===== src/rtl/mm_bus_pkg.sv =====
/*
 * word-level types shared by the data port and the interrupt interface
 * the instruction port width is a module parameter and has no type here
 */
package mm_bus_pkg;

    // data port address or data word
    typedef logic [31:0] word_t;

    // one enable per byte of a word, bit 0 is the lowest byte
    typedef logic [3:0] be_t;

    // interrupt id from the core's acknowledge
    typedef logic [4:0] irq_id_t;

endpackage


===== src/rtl/mm_map_pkg.sv =====
/*
 * memory map of the model and the magic values the test programs use
 * the addresses are exact, peripherals decode full 32-bit matches only
 */
package mm_map_pkg;

    // character output, low byte of the written word
    localparam logic [31:0] PRINT_ADDR      = 32'h1000_0000;

    // timer registers
    localparam logic [31:0] TIMER_MASK_ADDR = 32'h1500_0000;
    localparam logic [31:0] TIMER_CNT_ADDR  = 32'h1500_0004;

    // readable peripheral that always returns zero
    localparam logic [31:0] PER_READ_ADDR   = 32'h1500_1000;

    // test result and exit value
    localparam logic [31:0] STATUS_ADDR     = 32'h2000_0000;
    localparam logic [31:0] EXIT_ADDR       = 32'h2000_0004;

    // values written to STATUS_ADDR
    localparam logic [31:0] PASS_MAGIC      = 32'd123456789;
    localparam logic [31:0] FAIL_MAGIC      = 32'd1;

    // mask bit and acknowledge id of the timer interrupt
    localparam logic [4:0]  TIMER_IRQ_ID    = 5'd7;

    // where a data access goes
    // TGT_ERR covers unmapped addresses, TGT_NONE a cycle without request
    typedef enum logic [1:0] {
        TGT_RAM,
        TGT_PER,
        TGT_ERR,
        TGT_NONE
    } target_e;

endpackage


===== src/rtl/mm_data_resp.sv =====
/*
 * response stage that raises rvalid one cycle after every granted request
 * read data comes from the RAM only for RAM targets and is zero otherwise
 */
`timescale 1ns/1ps

module mm_data_resp (
    input  logic                clk_i,
    input  logic                rst_ni,
    input  logic                instr_req_i,
    input  logic                data_req_i,
    input  mm_map_pkg::target_e target_i,
    input  mm_bus_pkg::word_t   ram_rdata_i,
    output logic                instr_rvalid_o,
    output logic                data_rvalid_o,
    output mm_bus_pkg::word_t   data_rdata_o
);

    mm_map_pkg::target_e target_q;
    logic                instr_rvalid_q;
    logic                data_rvalid_q;

    always_ff @(posedge clk_i or negedge rst_ni) begin
        if (!rst_ni) begin
            target_q       <= mm_map_pkg::TGT_NONE;
            instr_rvalid_q <= 1'b0;
            data_rvalid_q  <= 1'b0;
        end else begin
            target_q       <= target_i;
            instr_rvalid_q <= instr_req_i;
            data_rvalid_q  <= data_req_i;
        end
    end

    assign instr_rvalid_o = instr_rvalid_q;
    assign data_rvalid_o  = data_rvalid_q;

    // RAM read word lines up with the registered target
    always_comb begin
        if (target_q == mm_map_pkg::TGT_RAM) begin
            data_rdata_o = ram_rdata_i;
        end else begin
            data_rdata_o = '0;
        end
    end

endmodule


===== config.mk =====
export PLATFORM = sky130hd
export DESIGN_NAME = mm_data_resp
export DESIGN_NICKNAME = d
export VERILOG_FILES = /design/src/rtl/mm_bus_pkg.sv /design/src/rtl/mm_map_pkg.sv /design/src/rtl/mm_data_resp.sv
export SDC_FILE = /design/constraint.sdc
export NUM_CORES = 1
export LEC_CHECK = 0
export BUFFER_PORTS_ARGS = -buffer_cell sky130_fd_sc_hd__clkbuf_2
export CORE_AREA = 2 2 44 55
export CTS_CLUSTER_SIZE = 28
export DETAILED_ROUTE_END_ITERATION = 8
export DIE_AREA = 0 0 46 57
export PLACE_DENSITY_LB_ADDON = 0.15
export SLEW_MARGIN = 20
export SYNTH_ARGS = -nofsm -noshare
export SYNTH_HDL_FRONTEND = slang
export SYNTH_SLANG_ARGS = --single-unit

===== constraint.sdc =====
create_clock -name clk_i -period 0.8 [get_ports clk_i]
set_clock_uncertainty 0.05 [all_clocks]
set_input_delay 0.04 -clock clk_i [delete_from_list [all_inputs] [get_ports clk_i]]
set_output_delay 0.04 -clock clk_i [all_outputs]
set_load 0.05 [all_outputs]

==> run_results.csv <==
group,metric,value,unit
floorplan,die_h,57,µm
detailed_routing,drc,0,
critical_path,critPathKind,"reg -> out",
place,io_buffers,71,
floorplan,rows,19,
synthesis,synth-seq-cells,4,
global_routing,grt_use_total,17.9,%
detailed_routing,wl_per_cell,14.3,µm
finish,drive_gt1_share,93.8,%
sta,worst_pin_slew,0.198,ns
synthesis,synth-edff-count,0,
global_routing,gr-total-overflow,0,
floorplan,start_util,26.2,%
place,dp.cells,136,
floorplan,dieArea,2620,µm²
synthesis,syn_area_per_cell,13.3,µm²
sta,final_hold_viol_count,0,
sta,fmax,704,MHz
critical_path,path_max_fanout,5,
critical_path,critPathTopFamily,"flip-flops",
finish,area_delta_synth_final,207,%
finish,fin_cells,151,
finish,fillers,116,
critical_path,crit_path_start_kind,"flip-flop",
clocking,clock_sinks,4,
global_routing,grt_first_pass_wirelength,3.26,mm
sta,grt_setup_unrepaired,"true",
clocking,clock_path_buffers,2,
synthesis,syn_area,561,µm²
finish,final_nets,169,
power,leakagePower,0.000789,µW
sta,finalSetupViolCount,34,
synthesis,synth_cell_types,5,
detailed_routing,first_pass_iters,2,
detailed_routing,detail-route-antenna-nets,0,
synthesis,synthesis.nets,80,
synthesis,synth_top_area_share,67.0,%
clocking,cts-root-buf,"clkbuf_4",
clocking,cts_buffers,3,
detailed_routing,wl,2.15,mm
clocking,htree_levels,1,
floorplan,ioPinCount,72,
sta,slew_violations,0,
critical_path,cp.required,0.71,ns
critical_path,path_buf_inv,3,
finish,diodes,0,
sta,period_share,178,%
clocking,clk_pin_slew,0.04,ns
power,pwr_density_cell,882,nW/µm²
synthesis,syn_inst,42,
clocking,cts_tree,"built",
critical_path,cp.arrival,1.33,ns
detailed_routing,vias,676,
outcome,status,"finished with violations",
global_routing,grt_max_degree,11,
critical_path,slowest_delay,0.56,ns
critical_path,cp_slowest_cell,"dfstp_2",
sta,fin_ws,-0.621,ns
synthesis,synth_top_flop_cell,"dfstp_2",
synthesis,synthTopCellsByArea,"nor3b_2 (67%), buf_6 (12%), dfstp_2 (9.4%), dfrtp_1 (8.9%), nor3b_1 (2.7%)",
synthesis,yosysSeqAreaShare,18.3,%
synthesis,yosysMostFrequentCell,"nor3b_2",
place,post_dp_cell_area,1210,µm²
floorplan,core,2140,µm²
power,max-vdd-ir-drop,0.00102,V
floorplan,die_x,46,µm
sta,max-slew-margin-rel,86.8,%
flow_run,maxCapViolCount,0,
finish,final_area,1720,µm²
synthesis,synth_largest_area_cell,"nor3b_2",
synthesis,async_reset_ff_share,100,%
detailed_routing,first_iter_violations,3,
sta,fin_crit,1.42,ns
hold_path,min_path_type,"in -> async",
critical_path,path_cells,"buf_4 -> clkbuf_16 -> nor3b_4 -> clkbuf_8",
global_routing,antenna_found_initial,0,
synthesis,synth_warnings,0,
global_routing,grt_pass1_vias,731,
outcome,violations,"negative setup slack",
detailed_routing,viasPerCell,4.48,
synthesis,netlist_top_cells_count,"nor3b_2 (30), buf_6 (6), dfrtp_1 (2), dfstp_2 (2), nor3b_1 (2)",
critical_path,critPathCaptureType,"output pin",
place,gp_congestion,0.789,
==> stage by stage <==
step                power [µW]  setup WS, ns  hold slack (ns)  TNS (ns)  util, %
detailed placement         983        -0.428           -0.204    -13.20     56.4
floorplan                  769        -0.360           -0.306    -11.50        -
CTS                       1470        -0.633           0.0684    -20.02     77.0
global placement           981        -0.425           -0.203    -13.14     56.4
global route              1600        -0.671           0.0826    -20.58     80.4
finish                    1520        -0.621           0.0792    -19.01     80.4
==> cell type report <==
| cell class | count | area [µm²] | share of cell area (%) |
|---|---|---|---|
| repair buffers | 90 | 965 | 56.1 |
| multi-input cells | 32 | 601 | 34.9 |
| flip-flops and latches | 4 | 103 | 5.96 |
| clock buffers | 4 | 26.3 | 1.53 |
| well taps | 21 | 26.3 | 1.53 |
==> power by group <==
| part | switching, µW | internal (µW) | leakage [µW] |
|---|---|---|---|
| Combinational | 488 | 497 | 0.000730 |
| Sequential | 14.7 | 218 | 0.0000443 |
| Clock | 110 | 189 | 0.0000150 |
| Total | 613 | 904 | 0.000789 |
==> registers in the layout, indices dropped and copies added (netlist names) <==
signal,cells
instr_rvalid_o,1
data_rvalid_o,1
target_q,2
==> placed cells by master, fill, tap and decap left out <==
cell           instances
clkbuf_2              37
nor3b_4               32
buf_8                 28
clkbuf_8               6
buf_12                 6
dlygate4sd3_1          5
buf_4                  5
clkbuf_4               3
dfrtp_1                2
dfstp_2                2
clkbuf_1               1
clkbuf_16              1
bufbuf_16              1
buf_6                  1
==> how the worst max path moves through the flow <==
stage / slack [ns] / cells past startpoint / end / startpoint
after floorplan: -0.36 / 2 / data_rdata_o[0] / target_q[0]$_DFF_PN1_
after global placement: -0.42 / 3 / data_rdata_o[15] / target_q[1]$_DFF_PN1_
after detailed placement: -0.43 / 3 / data_rdata_o[15] / target_q[1]$_DFF_PN1_
after CTS: -0.63 / 4 / data_rdata_o[14] / target_q[0]$_DFF_PN1_
after global routing: -0.67 / 4 / data_rdata_o[6] / target_q[0]$_DFF_PN1_
final: -0.62 / 4 / data_rdata_o[7] / target_q[0]$_DFF_PN1_
==> per-layer routing <==
layer	GRT usage, %	wire [µm]	share of wire [%]
met5	0	0	0
met2	32.9	1270	59
met3	4.11	229	11
met4	9.80	46	2.1
met1	17.0	609	28
==> kinds of logic (layout without fill, tap and decap cells) <==
kind of cell	after synthesis	after routing	synth area share, %
DFF	4	4	18.3
buffers and inverters	6	94	12.1
and+or+nand+nor	32	32	69.6
==> repair_timing <==
action / 4_1_cts / 5_1_grt
endpoints found under the setup margin: 34 / 34
hold buffers: 5 / 0
gates cloned: 1 / 1
resized for setup: 69 / 30
pin swaps: 4 / 3
endpoints found under the hold margin: 8 / 0
buffers inserted: 4 / 0
(Power assumes the default switching activity.)
