**config.mk**
```make
export PLATFORM = sky130hd
export DESIGN_NAME = mm_timer
export DESIGN_NICKNAME = d
export VERILOG_FILES = /design/src/rtl/mm_bus_pkg.sv /design/src/rtl/mm_map_pkg.sv /design/src/rtl/mm_timer.sv
export SDC_FILE = /design/constraint.sdc
export NUM_CORES = 1
export LEC_CHECK = 0
export BUFFER_PORTS_ARGS = -buffer_cell sky130_fd_sc_hd__buf_2
export CAP_MARGIN = 10
export CORE_MARGIN = 2
export CORE_UTILIZATION = 60
export DETAILED_ROUTE_END_ITERATION = 8
export GPL_ROUTABILITY_DRIVEN = 0
export PLACE_DENSITY = 0.86
export SYNTH_ARGS = -nofsm -noshare
export SYNTH_HDL_FRONTEND = slang
export SYNTH_SLANG_ARGS = --single-unit
```
**constraint.sdc**
```tcl
create_clock -name clk_i -period 7.3 [get_ports clk_i]
set_input_delay 1.46 -clock clk_i [delete_from_list [all_inputs] [get_ports clk_i]]
set_output_delay 1.46 -clock clk_i [all_outputs]
set_load 0.02 [all_outputs]
```
**src/rtl/mm_bus_pkg.sv**
```systemverilog
/*
 * word-level types shared by the data port and the interrupt interface
 * the instruction port width is a module parameter and has no type here
 */
package mm_bus_pkg;

    // data port address or data word
    typedef logic [31:0] word_t;

    // one enable per byte of a word, bit 0 is the lowest byte
    typedef logic [3:0] be_t;

    // interrupt id from the core's acknowledge
    typedef logic [4:0] irq_id_t;

endpackage

```
**src/rtl/mm_map_pkg.sv**
```systemverilog
/*
 * memory map of the model and the magic values the test programs use
 * the addresses are exact, peripherals decode full 32-bit matches only
 */
package mm_map_pkg;

    // character output, low byte of the written word
    localparam logic [31:0] PRINT_ADDR      = 32'h1000_0000;

    // timer registers
    localparam logic [31:0] TIMER_MASK_ADDR = 32'h1500_0000;
    localparam logic [31:0] TIMER_CNT_ADDR  = 32'h1500_0004;

    // readable peripheral that always returns zero
    localparam logic [31:0] PER_READ_ADDR   = 32'h1500_1000;

    // test result and exit value
    localparam logic [31:0] STATUS_ADDR     = 32'h2000_0000;
    localparam logic [31:0] EXIT_ADDR       = 32'h2000_0004;

    // values written to STATUS_ADDR
    localparam logic [31:0] PASS_MAGIC      = 32'd123456789;
    localparam logic [31:0] FAIL_MAGIC      = 32'd1;

    // mask bit and acknowledge id of the timer interrupt
    localparam logic [4:0]  TIMER_IRQ_ID    = 5'd7;

    // where a data access goes
    // TGT_ERR covers unmapped addresses, TGT_NONE a cycle without request
    typedef enum logic [1:0] {
        TGT_RAM,
        TGT_PER,
        TGT_ERR,
        TGT_NONE
    } target_e;

endpackage

```
**src/rtl/mm_timer.sv**
```systemverilog
/*
 * countdown timer, a count of N written at edge k raises the irq at k+N
 * the irq needs mask bit TIMER_IRQ_ID and stays high until acknowledged
 * a register write cycle holds the count and the irq
 */
`timescale 1ns/1ps

module mm_timer (
    input  logic                clk_i,
    input  logic                rst_ni,
    input  logic                mask_we_i,
    input  logic                cnt_we_i,
    input  mm_bus_pkg::word_t   wdata_i,
    input  logic                irq_ack_i,
    input  mm_bus_pkg::irq_id_t irq_id_i,
    output logic                irq_timer_o
);

    mm_bus_pkg::word_t mask_q;
    mm_bus_pkg::word_t cnt_q;
    logic              irq_q;

    always_ff @(posedge clk_i or negedge rst_ni) begin
        if (!rst_ni) begin
            mask_q <= '0;
            cnt_q  <= '0;
            irq_q  <= 1'b0;
        end else if (mask_we_i) begin
            mask_q <= wdata_i;
        end else if (cnt_we_i) begin
            cnt_q <= wdata_i;
        end else begin
            if (cnt_q != '0) begin
                cnt_q <= cnt_q - 32'd1;
            end
            // fires on the step from 1 to 0
            if (cnt_q == 32'd1 && mask_q[mm_map_pkg::TIMER_IRQ_ID]) begin
                irq_q <= 1'b1;
            end
            // acknowledge wins over a set in the same cycle
            if (irq_ack_i && irq_id_i == mm_map_pkg::TIMER_IRQ_ID) begin
                irq_q <= 1'b0;
            end
        end
    end

    assign irq_timer_o = irq_q;

    // the decoder raises at most one register strobe per request
    one_timer_write_a : assert property (
        @(posedge clk_i) disable iff (!rst_ni)
        !(mask_we_i && cnt_we_i)
    ) else $error("timer mask and count written in the same cycle");

endmodule

```
==> summary.md <==
| Metric | Value |
|---|---|
| Largest net degree at the start of global routing | `67` |
| Clock power share | `about 29%` |
| Die area | `between 4000 and 5000 µm²` |
| Share of cells above drive strength 1 | `a little over a fifth` |
| Min Tclk post-route | `approximately 3.9 ns` |
| Root Driver | `clkbuf_8` |
| Most frequent cells in the layout | `buf_2 (42), o21ai_0 (34), dfrtp_1 (34)` |
| Finished Cell Area | `roughly 2500 µm²` |
| Num CTS Buffers | `5` |
| I/O Pins | `43` |
| Worst slew pin tran | `1.02 ns` |
| GRT Overall Usage | `27.6%` |
| CP max stage cell | `or4b_2` |
| Cts repair resizes | `0` |
| Most used DFF post-synth | `dfrtp_1` |
| DRT Wirelength | `between 5 and 6 mm` |
| Switch share | `about a third` |
| Die Wd | `65.2 µm` |
| Switch Pwr | `roughly 170 µW` |
| Vias per cell | `around 6.5` |
| Crit path required time | `between 7 and 8 ns` |
| Register area share after synthesis | `between 30% and 40%` |
| First-pass GRT wire length | `9.20 mm` |
| # rows | `22` |
| Pins over their slew limit | `0` |
| Synthesis-to-layout area growth | `13.1%` |
| Antenna cell count | `0` |
| CTS Hold Buffers Added | `0` |
| Fmax | `approximately 250 MHz` |
| Commonest non-fill, non-tap cell in the layout | `buf_2` |
| Netlist Area Pre-Place | `2250 µm²` |
| Max stage delay on crit path | `approximately 0.76 ns` |
| Period utilisation layout | `~54%` |
| Buffers on Ports | `42` |
| Syn. warnings | `0` |
| CP Launch Type | `input pin` |
| Final Hold Fails | `0` |
| Comb pwr share | `approximately 22%` |
| Routed WL per cell | `between 15 and 20 µm` |
| Synthesized area per cell | `8.26 µm²` |
| Pre-antenna DRT Iters | `5` |
| Vias in the first global route | `1,987` |
| Tot Pwr | `between 500 and 600 µW` |
| Via count | `between 2k and 2.5k` |
| Crit Path Class | `in -> reg` |
| Setup repair bufs after CTS | `0` |
| Area of the core | `3630 µm²` |
| Relative slew slack | `around a third` |
| Initial antenna violation count | `0` |
| Worst Hold Slack | `roughly 0.52 ns` |
| Crit Path Max Fanout | `66` |
| Total clock sinks | `34` |
| Die H | `about 65 µm` |
| CP endpoint kind | `flop` |
| Status | `completed` |
| Final setup TNS | `0 ns` |
| Core Util, Final | `between 60% and 70%` |
| Antenna-violating nets left | `0` |
| Netlist cell types | `44` |
| Setup Skew | `0.00589 ns` |
| Asr flop ratio synth | `100%` |
| Crit-path cells | `buf_2 -> or4b_2 -> nor4_2 -> a41oi_2 -> buf_4 -> and4_1 -> nor3_1` |
| Seq cells post-synth | `34` |
| RSZ-0062 raised after global routing | `no` |
| Delay-heaviest family, CP | `simple AND/OR/NAND/NOR gates` |
| Number of flops mapped to enable cells by yosys | `0` |
| Max VDD drop | `about 140 µV` |
| Clock Pin Slew Worst Setup and Hold Paths | `0.07 ns` |
| Nets | `~350` |
| Clk Latency, worst-skew pair | `just under 0.3 ns` |
| Max Cap Violations | `0` |
| Hold crit path type | `reg -> reg` |
| PwrDens | `200 nW/µm²` |
| Syn_nets | `316` |
| Placed inst area | `2450 µm²` |
| DP HPWL | `3.68 mm` |
| DR iter-0 viols | `283` |
| Htree depth | `2` |
| Post-Syn Instances | `approximately 270` |
| Initial Utilization | `roughly 62%` |
| WP data arrival | `between 4 and 5 ns` |
| TritonCTS clock tree | `done` |
| Buffers and inverters on the worst path | `2` |
| Grt total ovfl | `0` |
| Seq pwr share | `49.3%` |
| Count of final setup violators | `0` |
| DRC violations left | `0` |
| Clock tree buffer depth | `2` |
| P_leak | `1.01 nW` |
| Internal | `between 300 and 400 µW` |
[through the flow]
stage / setup slack (ns) / instances
final: 3.37 / 350
after global routing: 3.17 / 350
after CTS: 3.41 / 350
after detailed placement: 3.11 / 342
after global placement: 3.16 / 342
after floorplan: 4.04 / 272
[cells in the mapped netlist, types with 2 or more instances]
cell type,count,area (µm²)
inv_1,5,18.8
and3_1,3,18.8
nand3_1,6,30.0
or4_1,8,60.1
nor2_1,33,124
nor3_1,15,75.1
ha_1,2,25.0
nand4_1,2,12.5
nor4_2,4,50.1
o22ai_1,6,37.5
a41oi_1,3,26.3
a22o_1,6,52.6
or2_2,2,12.5
buf_2,3,15.0
o2bb2ai_1,4,35.0
dfrtp_1,34,851
nand2b_1,2,12.5
a21o_1,3,22.5
a22oi_1,7,52.6
or3_1,6,37.5
a211oi_1,7,52.6
a21oi_1,16,80.1
nand2_1,12,45.0
nor4_1,11,68.8
clkbuf_1,18,67.6
and4_1,2,17.5
o21ai_0,34,170
nor3b_1,2,15.0
[sequential cells by signal (all words and copies together), names as in the netlist]
| register | flops |
|---|---|
| irq_timer_o | 1 |
| cnt_q | 32 |
| mask_q | 1 |
[per-layer routing]
metal	GRT usage [%]	share of wire, %	wire length [µm]	vias to the layer above
li1	-	-	-	1100
met1	36.5	44	2420	1077
met2	44.5	48	2660	84
met3	5.14	6.1	336	12
met4	11.7	1.9	103	0
met5	0	0	0	-
[worst register-to-register path, stage by stage, from the launching register on]
cell,delay [ns]
dfrtp_1,0.42
inv_1,0.11
ha_1,0.23
or4b_2,0.61
nor4_2,0.39
a41oi_2,0.36
buf_4,0.35
and4_1,0.22
nor3_1,0.17
[area by class of cell]
| class | instances | area (µm²) |
|---|---|---|
| multi-input combinational | 212 | 1300 |
| fill | 317 | 1090 |
| sequential | 34 | 851 |
| timing repair buffer | 43 | 218 |
| clock buffer | 7 | 86.3 |
| tap | 48 | 60.1 |
| inverter | 5 | 18.8 |
| clock inverter | 1 | 5.00 |
[worst paths after layout]
| path | startpoint | to | slack, ns | depth (start not counted) |
|---|---|---|---|---|
| setup reg to reg | cnt_q[0] | cnt_q[19] | 4.37 | 8 |
| hold / removal | mask_q[7] | mask_q[7] | 0.52 | 1 |
| setup / recovery | cnt_we_i | cnt_q[19] | 3.37 | 7 |
| max in group asynchronous | rst_ni | cnt_q[10] | 5.57 | 1 |
| hold reg to reg | mask_q[7] | mask_q[7] | 0.52 | 1 |
| min in group asynchronous | rst_ni | cnt_q[27] | 1.24 | 1 |
[logic make-up after synthesis]
group,count (synthesis),synth area share [%]
buf+inv,26,4.51
flops,34,37.9
compound gates,94,27.1
simple gates,114,28.5
mux,2,0.947
fa+ha+maj,2,1.11
[power groups by stage]
stage / sequential, mW / clock [mW] / combinational [mW]
final: 0.250 / 0.148 / 0.109
after global routing: 0.256 / 0.155 / 0.122
after CTS: 0.249 / 0.148 / 0.109
after detailed placement: 0.252 / 0 / 0.108
after global placement: 0.252 / 0 / 0.106
after floorplan: 0.243 / 0 / 0.0805
No activity file was read; power rests on OpenSTA's default activity.
