File: src/rtl/mm_bus_pkg.sv
/*
 * word-level types shared by the data port and the interrupt interface
 * the instruction port width is a module parameter and has no type here
 */
package mm_bus_pkg;

    // data port address or data word
    typedef logic [31:0] word_t;

    // one enable per byte of a word, bit 0 is the lowest byte
    typedef logic [3:0] be_t;

    // interrupt id from the core's acknowledge
    typedef logic [4:0] irq_id_t;

endpackage

File: src/rtl/mm_map_pkg.sv
/*
 * memory map of the model and the magic values the test programs use
 * the addresses are exact, peripherals decode full 32-bit matches only
 */
package mm_map_pkg;

    // character output, low byte of the written word
    localparam logic [31:0] PRINT_ADDR      = 32'h1000_0000;

    // timer registers
    localparam logic [31:0] TIMER_MASK_ADDR = 32'h1500_0000;
    localparam logic [31:0] TIMER_CNT_ADDR  = 32'h1500_0004;

    // readable peripheral that always returns zero
    localparam logic [31:0] PER_READ_ADDR   = 32'h1500_1000;

    // test result and exit value
    localparam logic [31:0] STATUS_ADDR     = 32'h2000_0000;
    localparam logic [31:0] EXIT_ADDR       = 32'h2000_0004;

    // values written to STATUS_ADDR
    localparam logic [31:0] PASS_MAGIC      = 32'd123456789;
    localparam logic [31:0] FAIL_MAGIC      = 32'd1;

    // mask bit and acknowledge id of the timer interrupt
    localparam logic [4:0]  TIMER_IRQ_ID    = 5'd7;

    // where a data access goes
    // TGT_ERR covers unmapped addresses, TGT_NONE a cycle without request
    typedef enum logic [1:0] {
        TGT_RAM,
        TGT_PER,
        TGT_ERR,
        TGT_NONE
    } target_e;

endpackage

File: src/rtl/mm_addr_decode.sv
/*
 * combinational decode of the data port, RAM below 2**RAM_ADDR_WIDTH
 * peripherals match full addresses, RAM_ADDR_WIDTH must be below 32
 * strobes are high only in the cycle of the request that causes them
 */
`timescale 1ns/1ps

module mm_addr_decode #(
    parameter int RAM_ADDR_WIDTH = 16
) (
    // clock and reset feed the protocol checks only
    input  logic                      clk_i,
    input  logic                      rst_ni,

    input  logic                      data_req_i,
    input  logic                      data_we_i,
    input  mm_bus_pkg::word_t         data_addr_i,
    input  mm_bus_pkg::be_t           data_be_i,
    input  mm_bus_pkg::word_t         data_wdata_i,

    output logic                      ram_en_o,
    output logic                      ram_we_o,
    output logic [RAM_ADDR_WIDTH-1:0] ram_addr_o,
    output mm_bus_pkg::be_t           ram_be_o,
    output mm_bus_pkg::word_t         ram_wdata_o,

    output logic                      timer_mask_we_o,
    output logic                      timer_cnt_we_o,
    output mm_bus_pkg::word_t         timer_wdata_o,

    output mm_map_pkg::target_e       target_o,

    output logic                      print_valid_o,
    output logic [7:0]                print_char_o,
    output logic                      tests_passed_o,
    output logic                      tests_failed_o,
    output logic                      exit_valid_o,
    output mm_bus_pkg::word_t         exit_value_o
);

    logic in_ram;

    assign in_ram = (data_addr_i[31:RAM_ADDR_WIDTH] == '0);

    // payload follows the bus, the strobes below qualify it
    assign ram_addr_o    = data_addr_i[RAM_ADDR_WIDTH-1:0];
    assign ram_be_o      = data_be_i;
    assign ram_wdata_o   = data_wdata_i;
    assign timer_wdata_o = data_wdata_i;
    assign print_char_o  = data_wdata_i[7:0];
    assign exit_value_o  = data_wdata_i;

    always_comb begin
        ram_en_o        = 1'b0;
        ram_we_o        = 1'b0;
        timer_mask_we_o = 1'b0;
        timer_cnt_we_o  = 1'b0;
        print_valid_o   = 1'b0;
        tests_passed_o  = 1'b0;
        tests_failed_o  = 1'b0;
        exit_valid_o    = 1'b0;
        target_o        = mm_map_pkg::TGT_NONE;

        if (data_req_i) begin
            if (in_ram) begin
                ram_en_o = 1'b1;
                ram_we_o = data_we_i;
                target_o = mm_map_pkg::TGT_RAM;
            end else if (data_we_i) begin
                target_o = mm_map_pkg::TGT_PER;
                case (data_addr_i)
                    mm_map_pkg::PRINT_ADDR:      print_valid_o   = 1'b1;
                    mm_map_pkg::TIMER_MASK_ADDR: timer_mask_we_o = 1'b1;
                    mm_map_pkg::TIMER_CNT_ADDR:  timer_cnt_we_o  = 1'b1;
                    mm_map_pkg::STATUS_ADDR: begin
                        // any other value is ignored
                        tests_passed_o = (data_wdata_i == mm_map_pkg::PASS_MAGIC);
                        tests_failed_o = (data_wdata_i == mm_map_pkg::FAIL_MAGIC);
                    end
                    mm_map_pkg::EXIT_ADDR:       exit_valid_o    = 1'b1;
                    default:                     target_o = mm_map_pkg::TGT_ERR;
                endcase
            end else if (data_addr_i == mm_map_pkg::PER_READ_ADDR) begin
                target_o = mm_map_pkg::TGT_PER;
            end else begin
                target_o = mm_map_pkg::TGT_ERR;
            end
        end
    end

    unmapped_write_a : assert property (
        @(posedge clk_i) disable iff (!rst_ni)
        data_req_i && data_we_i |-> target_o != mm_map_pkg::TGT_ERR
    ) else $error("write to unmapped address %h", data_addr_i);

    unmapped_read_a : assert property (
        @(posedge clk_i) disable iff (!rst_ni)
        data_req_i && !data_we_i |-> target_o != mm_map_pkg::TGT_ERR
    ) else $error("read from unmapped address %h", data_addr_i);

endmodule

File: config.mk
export PLATFORM = sky130hd
export DESIGN_NAME = mm_addr_decode
export DESIGN_NICKNAME = d
export VERILOG_FILES = /design/src/rtl/mm_bus_pkg.sv /design/src/rtl/mm_map_pkg.sv /design/src/rtl/mm_addr_decode.sv
export SDC_FILE = /design/constraint.sdc
export NUM_CORES = 1
export LEC_CHECK = 0
export BUFFER_PORTS_ARGS = -buffer_cell sky130_fd_sc_hd__buf_2
export CAP_MARGIN = 20
export CORE_AREA = 2 2 80 82
export DETAILED_ROUTE_END_ITERATION = 8
export DIE_AREA = 0 0 82 84
export PLACE_DENSITY_LB_ADDON = 0.3
export SYNTH_ARGS = -nofsm -noshare
export SYNTH_HDL_FRONTEND = slang
export SYNTH_SLANG_ARGS = --single-unit
File: constraint.sdc
create_clock -name vclk -period 3.59
set_clock_uncertainty 0.05 [all_clocks]
set_input_delay 0.5385 -clock vclk [all_inputs]
set_output_delay 0.5385 -clock vclk [all_outputs]
set_load 0.05 [all_outputs]
==> results.sh <==
export IMPL_status="complete, no violations"
export IMPL_clockPowerShare=0
export IMPL_finalMaxSlewViolations=0
export IMPL_worst_slack_ps=867
export IMPL_ioPinCount=206
export IMPL_synth_area_um2=1350
export IMPL_pre_cts_ws_ps=853
export IMPL_powerDensity_nw_per_um2=263
export IMPL_synth_top_area_share=0.691
export IMPL_wire_per_inst_um=10.8
export IMPL_yosysSeqAreaShare=0
export IMPL_viasPerCell=3.87
export IMPL_pwr_share_comb=1.000
export IMPL_cp_slowest_cell="nor4_1"
export IMPL_p_int_uw=79.8
export IMPL_n_fill_cell=733
export IMPL_dieArea_um2=6890
export IMPL_grt_use_total=0.0849
export IMPL_worstHoldStart="data_be_i[0]"
export IMPL_synth_area_leaders="buf_4 (69%), nor4_1 (5.6%), nand4_1 (2.3%), nor3_1 (1.9%), nand3_1 (1.5%)"
export IMPL_ir_drop_mv=0.134
export IMPL_whs_ps=1030
export IMPL_hold_class="in2out"
export IMPL_cts_setup_buffers=0
export IMPL_n_antenna_cell=0
export IMPL_chipHeight_um=84
export IMPL_nFlopsAndLatches=0
export IMPL_max_stage_delay_ps=470
export IMPL_grt_max_degree=10
export IMPL_end_kind="output port"
export IMPL_fp_dieW_um=82
export IMPL_nets=331
export IMPL_rsz0062_at_grt="no"
export IMPL_period_needed_ps=2720
export IMPL_num_clock_buffers=0
export IMPL_cp_start_kind="input pin"
export IMPL_cp_top_family="simple AND/OR/NAND/NOR gates"
export IMPL_num_vias=1292
export IMPL_layout_commonest_cell="buf_2"
export IMPL_required_ps=3000
export IMPL_clock_fmax_mhz=367
export IMPL_p_sw_uw=313
export IMPL_drtIter0Drc=19
export IMPL_period_share=0.758
export IMPL_rows=29
export IMPL_p_leak_uw=0.000882
export IMPL_syn_avg_cell_area_um2=7.24
export IMPL_path_max_fanout=3
export IMPL_start_util=0.221
export IMPL_ff_latch_area_um2=0
export IMPL_whs_path_depth=0
export IMPL_first_pass_iters=2
export IMPL_antenna_found_initial=1
export IMPL_ctsHoldBuffers=0
export IMPL_overflow=0
export IMPL_routed_wl_mm=3.60
export IMPL_grt_pass1_vias=1035
export IMPL_multiInputGateArea_um2=412
export IMPL_cp_arrival_ps=2130
export IMPL_fin_tns_setup_ps=0
export IMPL_area_delta_synth_final_pct=11.0
export IMPL_final_cell_mix="buf_2 (196), nor4_1 (12), nor2_1 (5), nor3_1 (5), nand4_1 (5)"
export IMPL_power_switching_share=0.797
export IMPL_whs_endpoint="ram_be_o[0]"
export IMPL_synth_warnings=0
export IMPL_path_buf_inv=2
export IMPL_grt_pass1_wl_mm=4.82
export IMPL_critPathKind="in2out"
export IMPL_syn_inst=186
export IMPL_ant_nets=0
export IMPL_place_gp_congestion=0.615
export IMPL_setup_viol=0
export IMPL_yosysUniqueCellTypes=33
export IMPL_cts_resized=0
export IMPL_placement_io_buffers=196
export IMPL_cp_cell_sequence="buf_2, nor4_1, and3_2, nand4_1, nor4_1, buf_2"
export IMPL_drive_gt1_frac=0.805
export IMPL_synth_top_cell_by_area="buf_4"
export IMPL_maxCapViolations=0
export IMPL_slew_headroom=0.672
export IMPL_p_seq_frac=0
export IMPL_hpwl_mm=3.38
export IMPL_coreArea_um2=6100
export IMPL_worst_pin_slew_ps=487
export IMPL_hold_viol_final=0
export IMPL_drc_errors=0
export IMPL_synth_fp_nets=258
[per-layer routing]
layer | part of all wire | routed length (um) | vias to the layer above | global-route usage
li1 | - | - | 658 | -
met1 | 0.39 | 1400 | 552 | 0.108
met2 | 0.50 | 1800 | 82 | 0.158
met3 | 0.11 | 396 | 0 | 0.0108
met4 | 0 | 0 | 0 | 0
met5 | 0 | 0 | - | 0
[layout make-up]
cell class                 count  area share
timing repair buffer         196       0.656
inverter                       2     0.00502
tap                           77      0.0644
multi-input combinational     59       0.275
[worst max-delay path by stage]
stage	startpoint	end	slack [ps]	depth (start not counted)
5_1_grt	data_addr_i[10]	tests_passed_o	680	6
2_1_floorplan	data_addr_i[21]	tests_failed_o	110	4
6_report	data_addr_i[10]	tests_passed_o	870	6
3_3_place_gp	data_addr_i[10]	tests_passed_o	870	6
4_1_cts	data_addr_i[10]	tests_passed_o	850	6
3_5_place_dp	data_addr_i[10]	tests_passed_o	850	6
[synth_stat cells, types with 2 or more instances]
library cell	instances
nor4_1	12
nor2_1	5
nor3_1	5
nand2_1	3
inv_1	2
buf_4	124
nor4b_1	2
nand4_1	5
nand3_1	4
[through the flow]
| step | std cells | cell area (um^2) | power [uW] | util |
|---|---|---|---|---|
| finish | 334 | 1500 | 393 | 0.245 |
| global route | 334 | 1500 | 410 | 0.245 |
| CTS | 334 | 1500 | 396 | 0.245 |
| detailed placement | 334 | 1500 | 396 | 0.245 |
| global placement | 334 | 1500 | 395 | 0.245 |
| floorplan | 186 | 1350 | 387 | - |
[cells by family (layout without fill, tap and decap cells)]
| group | after synthesis | after routing | share of synthesized area |
|---|---|---|---|
| buf+inv | 127 | 198 | 0.699 |
| simple gates | 55 | 55 | 0.277 |
| compound gates | 4 | 4 | 0.0241 |
[power by group through the flow]
stage / combinational, uW / clock (uW) / sequential, uW
floorplan: 387 / 0 / 0
global route: 410 / 0 / 0
global placement: 395 / 0 / 0
CTS: 396 / 0 / 0
finish: 393 / 0 / 0
detailed placement: 396 / 0 / 0
(Power assumes the default switching activity.)
